File: config.mk
export PLATFORM = sky130hd
export DESIGN_NAME = extTrigTop
export DESIGN_NICKNAME = d
export VERILOG_FILES = /design/src/hw/trigCorePkg.sv /design/src/hw/trigRegsPkg.sv /design/src/hw/extTrigTop.sv /design/src/hw/trigDelayLine.sv /design/src/hw/trigGate.sv /design/src/hw/trigEdgeDetect.sv /design/src/hw/trigRegBank.sv
export VERILOG_INCLUDE_DIRS = /design/src /design/src/hw
export SDC_FILE = /design/constraint.sdc
export NUM_CORES = 1
export LEC_CHECK = 0
export BUFFER_PORTS_ARGS = -buffer_cell sky130_fd_sc_hd__buf_2
export CAP_MARGIN = 10
export CORE_MARGIN = 3
export CORE_UTILIZATION = 45
export CTS_CLUSTER_SIZE = 24
export DETAILED_ROUTE_END_ITERATION = 16
export PLACE_DENSITY = 0.65
export REMOVE_ABC_BUFFERS = 1
export SYNTH_ARGS = -nofsm -noshare
export SYNTH_HDL_FRONTEND = slang
export SYNTH_SLANG_ARGS = --single-unit
File: constraint.sdc
create_clock -name clk160 -period 2.2 [get_ports clk160]
set_input_delay 0.33 -clock clk160 [delete_from_list [all_inputs] [get_ports clk160]]
set_output_delay 0.33 -clock clk160 [all_outputs]
set_load 0.1 [all_outputs]
File: src/hw/extTrig_settings.svh
`ifndef EXTTRIG_SETTINGS_SVH
`define EXTTRIG_SETTINGS_SVH

// register bus geometry
`define EXTTRIG_N_REG 4
`define EXTTRIG_DATA_W 32

// delay line tap select, 2**width stages
`define EXTTRIG_DELAY_W 5

// trigger path timing
`define EXTTRIG_DEADTIME 1024        // clk160 cycles blocked after an accept
`define EXTTRIG_DEFAULT_LIMIT 32'h40000 // run ends at this many triggers

`endif
File: src/hw/trigCorePkg.sv
`include "extTrig_settings.svh"

package trigCorePkg;

	// one clk160 cycle of deserialized trigger input, bit 0 is the earliest sample
	typedef logic [7:0] trigWord_t;

	// register bank to trigger path
	typedef struct packed {
		logic                        cmdReset; // single-cycle strobe
		logic                        cmdStart; // single-cycle strobe
		logic                        cmdStop;  // single-cycle strobe
		logic [`EXTTRIG_DATA_W-1:0]  limit;    // accepted triggers per run
		logic [`EXTTRIG_DELAY_W-1:0] delay;    // extra cycles for syncTrigOut
	} trigCfg_t;

	// trigger path back to the register bank
	typedef struct packed {
		logic                       running;
		logic                       dead;
		logic [`EXTTRIG_DATA_W-1:0] count; // accepted in this run
	} trigStat_t;

endpackage

File: src/hw/trigRegsPkg.sv
`include "extTrig_settings.svh"

package trigRegsPkg;

	// master to slave, one-hot chip enables
	typedef struct packed {
		logic [`EXTTRIG_N_REG-1:0]  rdCe;   // one bit per register
		logic [`EXTTRIG_N_REG-1:0]  wrCe;
		logic [`EXTTRIG_DATA_W-1:0] wrData;
	} regBusIn_t;

	// slave to master
	typedef struct packed {
		logic [`EXTTRIG_DATA_W-1:0] rdData; // zero unless rdAck
		logic                       rdAck;
		logic                       wrAck;
	} regBusOut_t;

	// register 0 as written by software
	typedef struct packed {
		logic [`EXTTRIG_DATA_W-4:0] pad;
		logic                       stopRun;
		logic                       startRun;
		logic                       reset;    // clears run, dead time and count
	} ctrlCmd_t;

	// register 0 as read back
	typedef struct packed {
		logic [`EXTTRIG_DATA_W-3:0] pad;
		logic                       dead;
		logic                       running;
	} ctrlStat_t;

	// same address, different meaning for write and read
	typedef union packed {
		ctrlCmd_t  cmd;
		ctrlStat_t status;
	} ctrlWord_u;

	typedef enum logic [$clog2(`EXTTRIG_N_REG)-1:0] {
		regCtrl  = 0,
		regCount = 1, // read only
		regLimit = 2,
		regDelay = 3
	} regIdx_e;

endpackage

File: src/hw/extTrigTop.sv
`timescale 1ns/1ps
`include "extTrig_settings.svh"

module extTrigTop
	import trigRegsPkg::*, trigCorePkg::*;
(
	input  logic       clk160,
	input  logic       arstN,
	input  regBusIn_t  busIn,
	output regBusOut_t busOut,
	input  trigWord_t  trigWord,    // from the external deserializer
	input  logic       busyIn,
	input  logic       startRun,
	input  logic       stopRun,
	output logic       syncTrig0,   // prompt trigger
	output logic       syncTrigOut, // delayed trigger
	output trigWord_t  trigPhase,
	output logic       ledTop,
	output logic       ledBot
);

	trigCfg_t cfg;
	trigStat_t stat;
	logic trigRise;
	logic accept;

	trigRegBank regBank0 (
		.clk160(clk160), .arstN(arstN),
		.busIn(busIn), .busOut(busOut),
		.cfg(cfg), .stat(stat)
	);

	trigEdgeDetect edgeDetect0 (
		.clk160(clk160), .arstN(arstN),
		.trigWord(trigWord), .trigRise(trigRise),
		.trigPhase(trigPhase), .ledTop(ledTop)
	);

	trigGate gate0 (
		.clk160(clk160), .arstN(arstN),
		.trigRise(trigRise), .busyIn(busyIn),
		.startRun(startRun), .stopRun(stopRun), .cfg(cfg),
		.accept(accept), .syncTrig0(syncTrig0), .ledBot(ledBot), .stat(stat)
	);

	trigDelayLine delayLine0 (
		.clk160(clk160), .arstN(arstN),
		.accept(accept), .delay(cfg.delay), .syncTrigOut(syncTrigOut)
	);

endmodule

File: src/hw/trigDelayLine.sv
`timescale 1ns/1ps
`include "extTrig_settings.svh"

module trigDelayLine (
	input  logic                        clk160,
	input  logic                        arstN,
	input  logic                        accept,
	input  logic [`EXTTRIG_DELAY_W-1:0] delay,
	output logic                        syncTrigOut
);

	localparam int Depth = 1 << `EXTTRIG_DELAY_W; // 32 stages

	logic [Depth-1:0] shiftQ; // bit 0 is the newest

	always_ff @(posedge clk160 or negedge arstN) begin
		if (!arstN)
			shiftQ <= '0; // drops anything in flight
		else
			shiftQ <= {shiftQ[Depth-2:0], accept}; // always shifting
	end

	// tap moves with delay, pulses already inside follow the new tap
	assign syncTrigOut = shiftQ[delay]; // delay+1 cycles after accept

endmodule

File: src/hw/trigGate.sv
`timescale 1ns/1ps
`include "extTrig_settings.svh"

module trigGate
	import trigCorePkg::*;
(
	input  logic      clk160,
	input  logic      arstN,
	input  logic      trigRise,
	input  logic      busyIn,
	input  logic      startRun,
	input  logic      stopRun,
	input  trigCfg_t  cfg,
	output logic      accept,
	output logic      syncTrig0,
	output logic      ledBot,
	output trigStat_t stat
);

	localparam int DeadTime = `EXTTRIG_DEADTIME;
	localparam int CntW = $clog2(DeadTime + 1);

	logic busyQ;          // busy sampled once
	logic running;
	logic dead;
	logic [CntW-1:0] deadCnt;
	logic [`EXTTRIG_DATA_W-1:0] count;
	logic startReq, stopReq;

	assign startReq = startRun | cfg.cmdStart; // pin or register
	assign stopReq = stopRun | cfg.cmdStop;

	assign accept = trigRise & ~busyQ & ~dead & running;

	always_ff @(posedge clk160 or negedge arstN) begin
		if (!arstN) begin
			busyQ <= 1'b0;
			syncTrig0 <= 1'b0;
			ledBot <= 1'b0;
		end else begin
			busyQ <= busyIn;
			syncTrig0 <= accept; // prompt copy
			if (accept)
				ledBot <= ~ledBot;
		end
	end

	// run state and trigger count
	always_ff @(posedge clk160 or negedge arstN) begin
		if (!arstN) begin
			running <= 1'b0;
			count <= '0;
		end else if (cfg.cmdReset) begin
			running <= 1'b0;
			count <= '0;
		end else if (startReq && !running) begin
			running <= 1'b1;
			count <= '0; // fresh run
		end else begin
			if (stopReq || count == cfg.limit)
				running <= 1'b0;
			if (accept)
				count <= count + 1'b1; // only while running
		end
	end

	// dead time, counted from the accept cycle
	always_ff @(posedge clk160 or negedge arstN) begin
		if (!arstN) begin
			dead <= 1'b0;
			deadCnt <= '0;
		end else if (cfg.cmdReset) begin
			dead <= 1'b0;
			deadCnt <= '0;
		end else if (accept) begin
			dead <= 1'b1;
			deadCnt <= '0;
		end else if (dead) begin
			deadCnt <= deadCnt + 1'b1;
			if (deadCnt == CntW'(DeadTime - 1))
				dead <= 1'b0; // high for DeadTime cycles after accept
		end
	end

	always_comb begin
		stat.running = running;
		stat.dead = dead;
		stat.count = count;
	end

endmodule

File: src/hw/trigEdgeDetect.sv
`timescale 1ns/1ps
`include "extTrig_settings.svh"

module trigEdgeDetect
	import trigCorePkg::*;
(
	input  logic      clk160,
	input  logic      arstN,
	input  trigWord_t trigWord,
	output logic      trigRise,
	output trigWord_t trigPhase,
	output logic      ledTop
);

	logic sample0Prev; // sample 0 of the last word

	// only sample 0 decides the edge, the rest of the word is phase info
	assign trigRise = trigWord[0] & ~sample0Prev;

	always_ff @(posedge clk160 or negedge arstN) begin
		if (!arstN) begin
			sample0Prev <= 1'b0;
			trigPhase <= '0;
			ledTop <= 1'b0;
		end else begin
			sample0Prev <= trigWord[0];
			trigPhase <= trigWord; // raw word, one cycle late
			if (trigRise)
				ledTop <= ~ledTop; // every edge, accepted or not
		end
	end

endmodule

File: src/hw/trigRegBank.sv
`timescale 1ns/1ps
`include "extTrig_settings.svh"

module trigRegBank
	import trigRegsPkg::*, trigCorePkg::*;
(
	input  logic       clk160,
	input  logic       arstN,
	input  regBusIn_t  busIn,
	output regBusOut_t busOut,
	output trigCfg_t   cfg,
	input  trigStat_t  stat
);

	ctrlWord_u wrWord; // incoming data seen as a command
	ctrlWord_u rdCtrl; // register 0 as status
	logic [`EXTTRIG_DATA_W-1:0] limitQ;
	logic [`EXTTRIG_DELAY_W-1:0] delayQ;
	logic [`EXTTRIG_DATA_W-1:0] rdNext;
	logic cmdResetQ, cmdStartQ, cmdStopQ;

	assign wrWord = busIn.wrData;

	always_comb begin
		rdCtrl = '0;
		rdCtrl.status.running = stat.running;
		rdCtrl.status.dead = stat.dead;
	end

	// read mux, stays zero with no enable so rdData is clean outside rdAck
	always_comb begin
		rdNext = '0;
		if (busIn.rdCe[regCtrl])
			rdNext = rdCtrl;
		if (busIn.rdCe[regCount])
			rdNext = stat.count;
		if (busIn.rdCe[regLimit])
			rdNext = limitQ;
		if (busIn.rdCe[regDelay])
			rdNext[`EXTTRIG_DELAY_W-1:0] = delayQ; // upper bits read zero
	end

	always_ff @(posedge clk160 or negedge arstN) begin
		if (!arstN) begin
			limitQ <= `EXTTRIG_DEFAULT_LIMIT;
			delayQ <= '0;
			cmdResetQ <= 1'b0;
			cmdStartQ <= 1'b0;
			cmdStopQ <= 1'b0;
			busOut <= '0;
		end else begin
			busOut.wrAck <= |busIn.wrCe; // count register write is acked, no effect
			busOut.rdAck <= |busIn.rdCe;
			busOut.rdData <= rdNext;

			// command bits only live for the ack cycle
			cmdResetQ <= busIn.wrCe[regCtrl] & wrWord.cmd.reset;
			cmdStartQ <= busIn.wrCe[regCtrl] & wrWord.cmd.startRun;
			cmdStopQ <= busIn.wrCe[regCtrl] & wrWord.cmd.stopRun;

			if (busIn.wrCe[regLimit])
				limitQ <= busIn.wrData;
			if (busIn.wrCe[regDelay])
				delayQ <= busIn.wrData[`EXTTRIG_DELAY_W-1:0];
		end
	end

	always_comb begin
		cfg.cmdReset = cmdResetQ;
		cfg.cmdStart = cmdStartQ;
		cfg.cmdStop = cmdStopQ;
		cfg.limit = limitQ;
		cfg.delay = delayQ;
	end

endmodule

# Word-level counts from Yosys, hierarchy flattened
# Index checks and enable logic that the tools add are counted.
# Widths: inputs -> output; s select.
dict set report totals {
  register_bits 164
  inputBits 53
  out_inout_bits 46
  wordCells 65
}
dict set report op_classes {
  n_addsub 2
  order_cmp 1
  n_eq_ne 2
  n_mux 19
  n_bitwise 14
  reduce_logical 8
}
# operator count
set ops {}
lappend ops {{$mux 32} 5}
lappend ops {{$mux 11} 3}
lappend ops {{$add 32x1->32 const B} 1}
lappend ops {{$eq 32x32->1} 1}
lappend ops {{$add 11x1->11 const B} 1}
lappend ops {{$eq 11x10->1 const B} 1}
lappend ops {{$reduce_bool 3->1} 3}
lappend ops {{$mux 1} 8}
lappend ops {{$reduce_or 4->1} 2}
lappend ops {{$and 1x1->1} 7}
lappend ops {{$lt 5x6->1 const B} 1}
lappend ops {{$bmux 1 s5} 1}
lappend ops {{$mux 5} 1}
lappend ops {{$not 1->1} 5}
lappend ops {{$mux 2} 1}
lappend ops {{$or 1x1->1} 2}
lappend ops {{$logic_and 1x1->1} 1}
lappend ops {{$logic_not 1->1} 1}
lappend ops {{$logic_or 1x1->1} 1}

# Depth between registers and ports, before layout
# Gate-level depths: netlist of the first run.
dict set report logic_depth {
  word_depth 8
  depth_mapped 7
  depth_no_buf 6
}

# Hierarchy
# Synthesis of the first run repeated with hierarchy kept, for this count alone.
dict set report unflattened {
  hier_cells 571
  hier_area_um2 6979.2
}
# module n_inst cells_each area_per_inst_um2 seq_area_each_um2
set by_module_without_submodules {}
lappend by_module_without_submodules {trigRegBank 1 188 2827.7 1853.0}
lappend by_module_without_submodules {trigGate 1 298 2762.6 1201.2}
lappend by_module_without_submodules {trigDelayLine 1 73 1126.1 800.8}
lappend by_module_without_submodules {trigEdgeDetect 1 12 262.8 225.2}

# Worst setup path after synthesis of the first run
# Ideal clock, no wire load.
dict set report synth_path {
  kind {flip-flop to output port}
  startpoint {reg delayLine0.shiftQ[0]}
  endpoint {out syncTrigOut}
  arrival_ps 2389
  required_time_ps 1870
  path_slack_ps -519
  stages_incl_launch_ff 5
  path_buffers 0
  cell_sequence {dfrtp_1 mux4_2 mux2i_1 mux4_2 inv_1}
}
dict set report synth_via {
  elab_chain_len 2
}
# item line_no
set synth_rtl {}
lappend synth_rtl {{from (decl)} trigDelayLine.sv:14} ;# logic [Depth-1:0] shiftQ;
lappend synth_rtl {{from (signal assigned)} trigDelayLine.sv:20} ;# shiftQ <= {shiftQ[Depth-2:0], accept};
lappend synth_rtl {{$bmux 1 s5} trigDelayLine.sv:24} ;# assign syncTrigOut = shiftQ[delay];
lappend synth_rtl {{$mux 1 (not written as such)} trigDelayLine.sv:24}
lappend synth_rtl {{to (decl)} extTrigTop.sv:16} ;# output logic syncTrigOut,
# No other way between the ends. The select of a mux whose other input is x is not followed.

# Worst setup path after layout of the first run
dict set report layout_path {
  startpoint {reg regBank0.delayQ[0]}
  endpoint {out syncTrigOut}
}
dict set report layout_via {
  elab_chain_len 2
}
# item line_no
set layout_rtl {}
lappend layout_rtl {{from (decl)} trigRegBank.sv:18} ;# logic [`EXTTRIG_DELAY_W-1:0] delayQ;
lappend layout_rtl {{from (signal assigned)} trigRegBank.sv:64} ;# delayQ <= busIn.wrData[`EXTTRIG_DELAY_W-1:0];
lappend layout_rtl {{$bmux 1 s5} trigDelayLine.sv:24}
lappend layout_rtl {{$mux 1 (not written as such)} trigDelayLine.sv:24}
# No other way between the ends. The select of a mux whose other input is x is not followed.

==> results of run 1 <==
[flip-flops by register name (all words and copies together) (netlist names)]
register	count
regBank0.cmdStopQ	1
regBank0.cmdStartQ	1
regBank0.delayQ	5
gate0.count	32
edgeDetect0.ledTop	1
edgeDetect0.trigPhase	8
delayLine0.shiftQ	32
gate0.dead	1
regBank0.busOut	34
gate0.busyQ	1
gate0.deadCnt	11
regBank0.cmdResetQ	1
gate0.ledBot	1
gate0.running	1
regBank0.limitQ	32
[how the worst max path moves through the flow]
| stage | slack [ns] | endpoint | depth (start not counted) | start |
|---|---|---|---|---|
| floorplan | -0.52 | syncTrigOut | 4 | delayLine0.shiftQ[0] |
| global placement | 0.04 | syncTrigOut | 5 | regBank0.delayQ[0] |
| detailed placement | -0.006 | syncTrigOut | 5 | regBank0.delayQ[0] |
| CTS | -0.28 | syncTrigOut | 6 | regBank0.delayQ[0] |
| global route | -0.34 | syncTrigOut | 6 | regBank0.delayQ[0] |
| finish | -0.26 | syncTrigOut | 6 | regBank0.delayQ[0] |
[repair_timing]
| item | in CTS | in global routing |
|---|---|---|
| gates resized for setup | 4 | 1 |
| pin swaps | 0 | 1 |
| endpoints found under the setup margin | 1 | 3 |
| setup buffers | 3 | 0 |
| hold buffers | 9 | 0 |
| endpoints found under the hold margin | 58 | 0 |
[synthesized netlist by cell type, types with 3 or more instances]
master,n,area share
dfrtp_1,161,0.58
nand2_1,83,0.045
xor2_1,49,0.062
nor2_1,47,0.026
mux2_2,37,0.060
o21ai_0,36,0.026
clkbuf_1,32,0.017
xnor2_1,21,0.027
nor4_1,16,0.015
nand3_1,15,0.011
nand4_1,14,0.013
a21oi_1,13,0.0094
mux4_2,9,0.029
inv_1,8,0.0044
nor3_1,6,0.0044
buf_2,5,0.0036
mux2i_1,5,0.0073
nor4b_1,4,0.0051
and2_1,3,0.0027
and3_1,3,0.0027
or3_1,3,0.0027
or4_1,3,0.0033
[critical path, stage by stage (launching register included)]
cell     delay [ns]
dfrtp_2        0.43
buf_4          0.15
mux4_2         0.32
mux2i_1        0.07
mux4_2         0.47
inv_2          0.09
buf_12         0.17
[through the flow]
stage               hold slack [ns]  total power, mW  std cells  cell area [um2]  utilization
floorplan                    0.0344             4.16        561             6740            -
finish                       0.0334             7.39        908             8370        0.567
detailed placement            0.327             4.52        863             7650        0.519
global route                 0.0281             7.68        908             8370        0.567
global placement              0.325             4.51        863             7650        0.519
CTS                          0.0144             7.47        907             8360        0.567
[power breakdown]
part           internal (mW)  switching, mW  leakage (nW)
clock                   1.55           1.36         0.288
sequential              3.16          0.138          2.09
combinational          0.298          0.880          1.50
[cell families (layout without fill, tap and decap cells)]
family	Yosys count	in the layout	synth area share
xor+xnor	70	70	0.0889
flops	162	162	0.588
mux	51	51	0.0971
fa+ha+maj	2	2	0.00363
compound gates	56	56	0.0445
buf+inv	47	170	0.0270
other cells	0	1	0
simple gates	212	212	0.150
[per-layer routing]
| metal | GRT usage | vias up | wire length, um |
|---|---|---|---|
| met4 | 0.0654 | 0 | 269 |
| met5 | 0 | - | 0 |
| met1 | 0.256 | 2332 | 6690 |
| met2 | 0.298 | 92 | 7090 |
| li1 | - | 2260 | - |
| met3 | 0.0491 | 26 | 664 |
[layout make-up]
type | instances | share of cell area
sequential | 162 | 0.485
timing repair buffer | 130 | 0.0960
multi-input combinational | 391 | 0.317
clock buffer | 18 | 0.0525
tap | 184 | 0.0275
clock inverter | 14 | 0.0184
inverter | 8 | 0.00359
antenna | 1 | 0.000299
==> run summary, run 1 <==
layout cells sized above 1 -> 0.290
clock sinks -> 162
GPL Wtd Cong -> 0.832
RSZ-0062 raised after global routing -> yes
critical-path maximum fanout -> 3
async set-reset flop share out of synthesis -> 1.00
WHS Path Cells -> 1
routed vias/inst -> 5.19
EDFF count, synth -> 0
port bufs -> 98
sequential area share after synthesis -> 0.588
H-tree depth -> 4
vias in the first global route -> 4903
wire per inst -> 16.2 um
largest net degree at the start of global routing -> 66
Hold Crit Start -> trigWord[0]
Synth Register Bits -> 162
P per Cell Area -> 883 nW/um2
Layout Nets -> 765
Critical Path End Type -> primary output
router iterations before antenna repair -> 4
HP Class -> in -> reg
Final period util -> 1.12
slew margin rel. -> 0.356
Setup TNS -> -0.264 ns
Root Buffer -> clkbuf_16
Final min period -> 2.46 ns
pre-CTS setup slack -> -0.00558 ns
final-report setup violation count -> 1
Multi-input gate area -> 2650 um2
ys flop type -> dfrtp_1
critical path type -> reg -> out
core box area -> 14800 um2
Die Wd -> 130 um
Startpoint Class -> register
Synth cell types -> 44
Hold Path Sink -> edgeDetect0.trigPhase[0]
violated checks -> negative setup slack
RR Startpoint -> gate0.count[0]
most frequent cells in the layout -> dfrtp_1 (159), buf_2 (96), nand2_1 (83)
run status -> finished with violations
Worst R2R Path Depth -> 6
# IOs -> 99
Pins Over Slew Limit -> 0
vias -> 4710
remaining antenna violation count -> 0
placed wire-length estimate -> 10300 um
max_cap viols -> 0
CTS tree -> built
Critical Path RT -> 1.87 ns
Synth-to-Final Area Change -> 21.4%
Worst-path clk slew -> 0.07 ns
Synth Area per Inst -> 11.5 um2
Post-route DRC -> 0
Routed WL -> 14700 um
final hold viol count -> 0
Fmax -> 0.406 GHz
r2r setup slk -> 0.13 ns
DIE AREA -> 16800 um2
Yosys warning count -> 0
DIE HEIGHT -> 130 um
TritonCTS Buffers -> 17
Peak VDD IR -> 0.558 mV
remaining global-route overflow -> 0
Initial Utilization -> 0.467
final worst setup slack -> -0.264 ns
GRT Total Usage -> 0.189
Worst Skew -> 0.0123 ns
Synth Cell Area -> 6890 um2
sequential cell area -> 4060 um2
initial DRC count -> 242
Post-Synthesis Cells -> 600
Worst R2R End -> gate0.count[28]
first-pass GRT wire length -> 24700 um
slew of the pin with the lowest slew margin -> 0.966 ns
initial antenna violation count -> 1
Leak Pwr -> 3.88 nW
fill count -> 1248
num rows -> 44
most common cell after layout, fill and taps aside -> dfrtp_1
CP arrival -> 2.13 ns
Skew-Pair Late Insertion Delay -> 0.44 ns
Longest Clk Path Bufs -> 2
(Power assumes the default switching activity.)
==> inputs of run 2 (changes only) <==
- HOLD_SLACK_MARGIN: not set -> 0.05
==> run summary, run 2 (synthesized netlist as in run 1, its figures left out) <==
Pins Over Slew Limit -> 0 (unchanged)
layout cells sized above 1 -> 0.290 (-0.000401)
Cells after DPL -> 863 (unchanged)
remaining antenna violation count -> 0 (unchanged)
CP arrival -> 2.13 ns (about the same)
Routed WL -> 14700 um (about the same)
Skew-Pair Late Insertion Delay -> 0.44 ns (about the same)
P per Cell Area -> 882 nW/um2 (about the same)
Fmax -> 0.406 GHz (about the same)
Final min period -> 2.46 ns (+0.000741 ns)
max FFs per register -> 34 (unchanged)
most common cell after layout, fill and taps aside -> dfrtp_1
DIE HEIGHT -> 130 um (unchanged)
vias -> 4698 (-0.25%)
Root Buffer -> clkbuf_16
Biggest register -> regBank0.busOut
critical-path maximum fanout -> 3 (unchanged)
Peak VDD IR -> 0.560 mV (+0.29%)
H-tree depth -> 4 (unchanged)
clock sinks -> 162 (unchanged)
routed vias/inst -> 5.17 (-0.36%)
slew of the pin with the lowest slew margin -> 0.952 ns (-0.0146 ns)
final-report setup violation count -> 1 (unchanged)
Setup TNS -> -0.265 ns (-0.000741 ns)
HP Class -> in -> reg
DIE AREA -> 16800 um2 (unchanged)
RSZ-0062 raised after global routing -> yes
Worst-path clk slew -> 0.08 ns (about the same)
first-pass GRT wire length -> 24700 um (about the same)
RR Startpoint -> gate0.count[0]
Post-route DRC -> 0 (unchanged)
router iterations before antenna repair -> 4 (unchanged)
wire per inst -> 16.2 um (about the same)
max_cap viols -> 0 (unchanged)
r2r setup slk -> 0.14 ns (about the same)
Initial Utilization -> 0.467 (unchanged)
Worst Skew -> 0.0124 ns (+0.000122 ns)
CTS tree -> built
initial DRC count -> 245 (+1.2%)
vias in the first global route -> 4906 (+0.061%)
TritonCTS Buffers -> 17 (unchanged)
final hold viol count -> 0 (unchanged)
GRT Total Usage -> 0.189 (about the same)
Worst R2R Path Depth -> 6 (unchanged)
Startpoint Class -> register
slew margin rel. -> 0.366 (+0.00976)
core box area -> 14800 um2 (unchanged)
Layout Nets -> 766 (+0.13%)
Synth-to-Final Area Change -> 21.5%
violated checks -> negative setup slack
Critical Path End Type -> primary output
post-route cell area -> 8380 um2 (+0.12%)
Final period util -> 1.12 (about the same)
final worst setup slack -> -0.265 ns (-0.000741 ns)
remaining global-route overflow -> 0 (unchanged)
area of placed instances -> 7650 um2 (unchanged)
final core occ -> 0.568 (+0.000679)
Leak Pwr -> 3.88 nW (+0.11%)
placed wire-length estimate -> 10300 um (unchanged)
Worst R2R End -> gate0.count[28]
initial antenna violation count -> 1 (unchanged)
Critical Path RT -> 1.87 ns (about the same)
Longest Clk Path Bufs -> 2 (unchanged)
most frequent cells in the layout -> dfrtp_1 (159), buf_2 (96), nand2_1 (83)
port bufs -> 98 (unchanged)
Worst Setup SP -> regBank0.delayQ[0]
final cell count without fillers -> 909 (+0.11%)
critical path type -> reg -> out
largest net degree at the start of global routing -> 66 (unchanged)
# IOs -> 99 (unchanged)
Die Wd -> 130 um (unchanged)
run status -> finished with violations
CP endpoint -> syncTrigOut
num rows -> 44 (unchanged)
GPL Wtd Cong -> 0.832 (unchanged)
==> run 2: changes by cell type in the layout (fill, tap and decap cells not counted), sizes merged <==
cell and change:
dlygate4sd3 +1
==> run 2: repair_timing <==
action	CTS	global route
endpoints found under the setup margin	1	3
buffers inserted	3	0
pin swaps	0	1
resized for setup	4	1
endpoints found under the hold margin	59	0
hold buffers	10	0
==> run 2: power breakdown <==
part / leakage [nW] / total [mW] / internal, mW / switching [mW]
clock network: 0.288 / 2.91 / 1.55 / 1.36
registers: 2.09 / 3.30 / 3.16 / 0.138
logic: 1.50 / 1.18 / 0.299 / 0.881
total: 3.88 / 7.39 / 5.01 / 2.38
==> run 2: critical path: stages (launching register included) <==
cell	delay (ns)
dfrtp_2	0.43
buf_4	0.15
mux4_2	0.32
mux2i_1	0.07
mux4_2	0.47
inv_2	0.09
buf_12	0.17
==> run 2: layout make-up <==
type / instances / area, um2
multi-input combinational: 391 / 2650
fill: 1247 / 6380
antenna: 1 / 2.50
sequential: 162 / 4060
clock buffer: 18 / 439
inverter: 8 / 30.0
clock inverter: 14 / 154
tap: 184 / 230
timing repair buffer: 131 / 813
==> run 2: through the flow <==
stage	hold WS, ns	setup slack, ns	total power [mW]
floorplan	0.0344	-0.516	4.16
global placement	0.325	0.0424	4.51
detailed placement	0.327	-0.00558	4.52
CTS	0.0888	-0.281	7.47
global route	0.0961	-0.341	7.68
finish	0.102	-0.265	7.39
==> run 2: layer usage <==
layer,track usage,vias to the layer above,wire length (um)
li1,-,2267,-
met1,0.257,2302,6690
met2,0.298,103,7030
met3,0.0491,26,728
met4,0.0654,0,269
met5,0,-,0
==> run 2: worst min path at each step <==
stage	start	slack (ns)	cells past startpoint	endpoint
2_1_floorplan	arstN	0.03	0	delayLine0.shiftQ[0]
3_3_place_gp	arstN	0.33	1	regBank0.busOut[29]
3_5_place_dp	arstN	0.33	1	regBank0.busOut[31]
4_1_cts	busIn[33]	0.09	2	regBank0.busOut[0]
6_report	busIn[33]	0.10	2	regBank0.busOut[0]
5_1_grt	busIn[33]	0.1	2	regBank0.busOut[0]
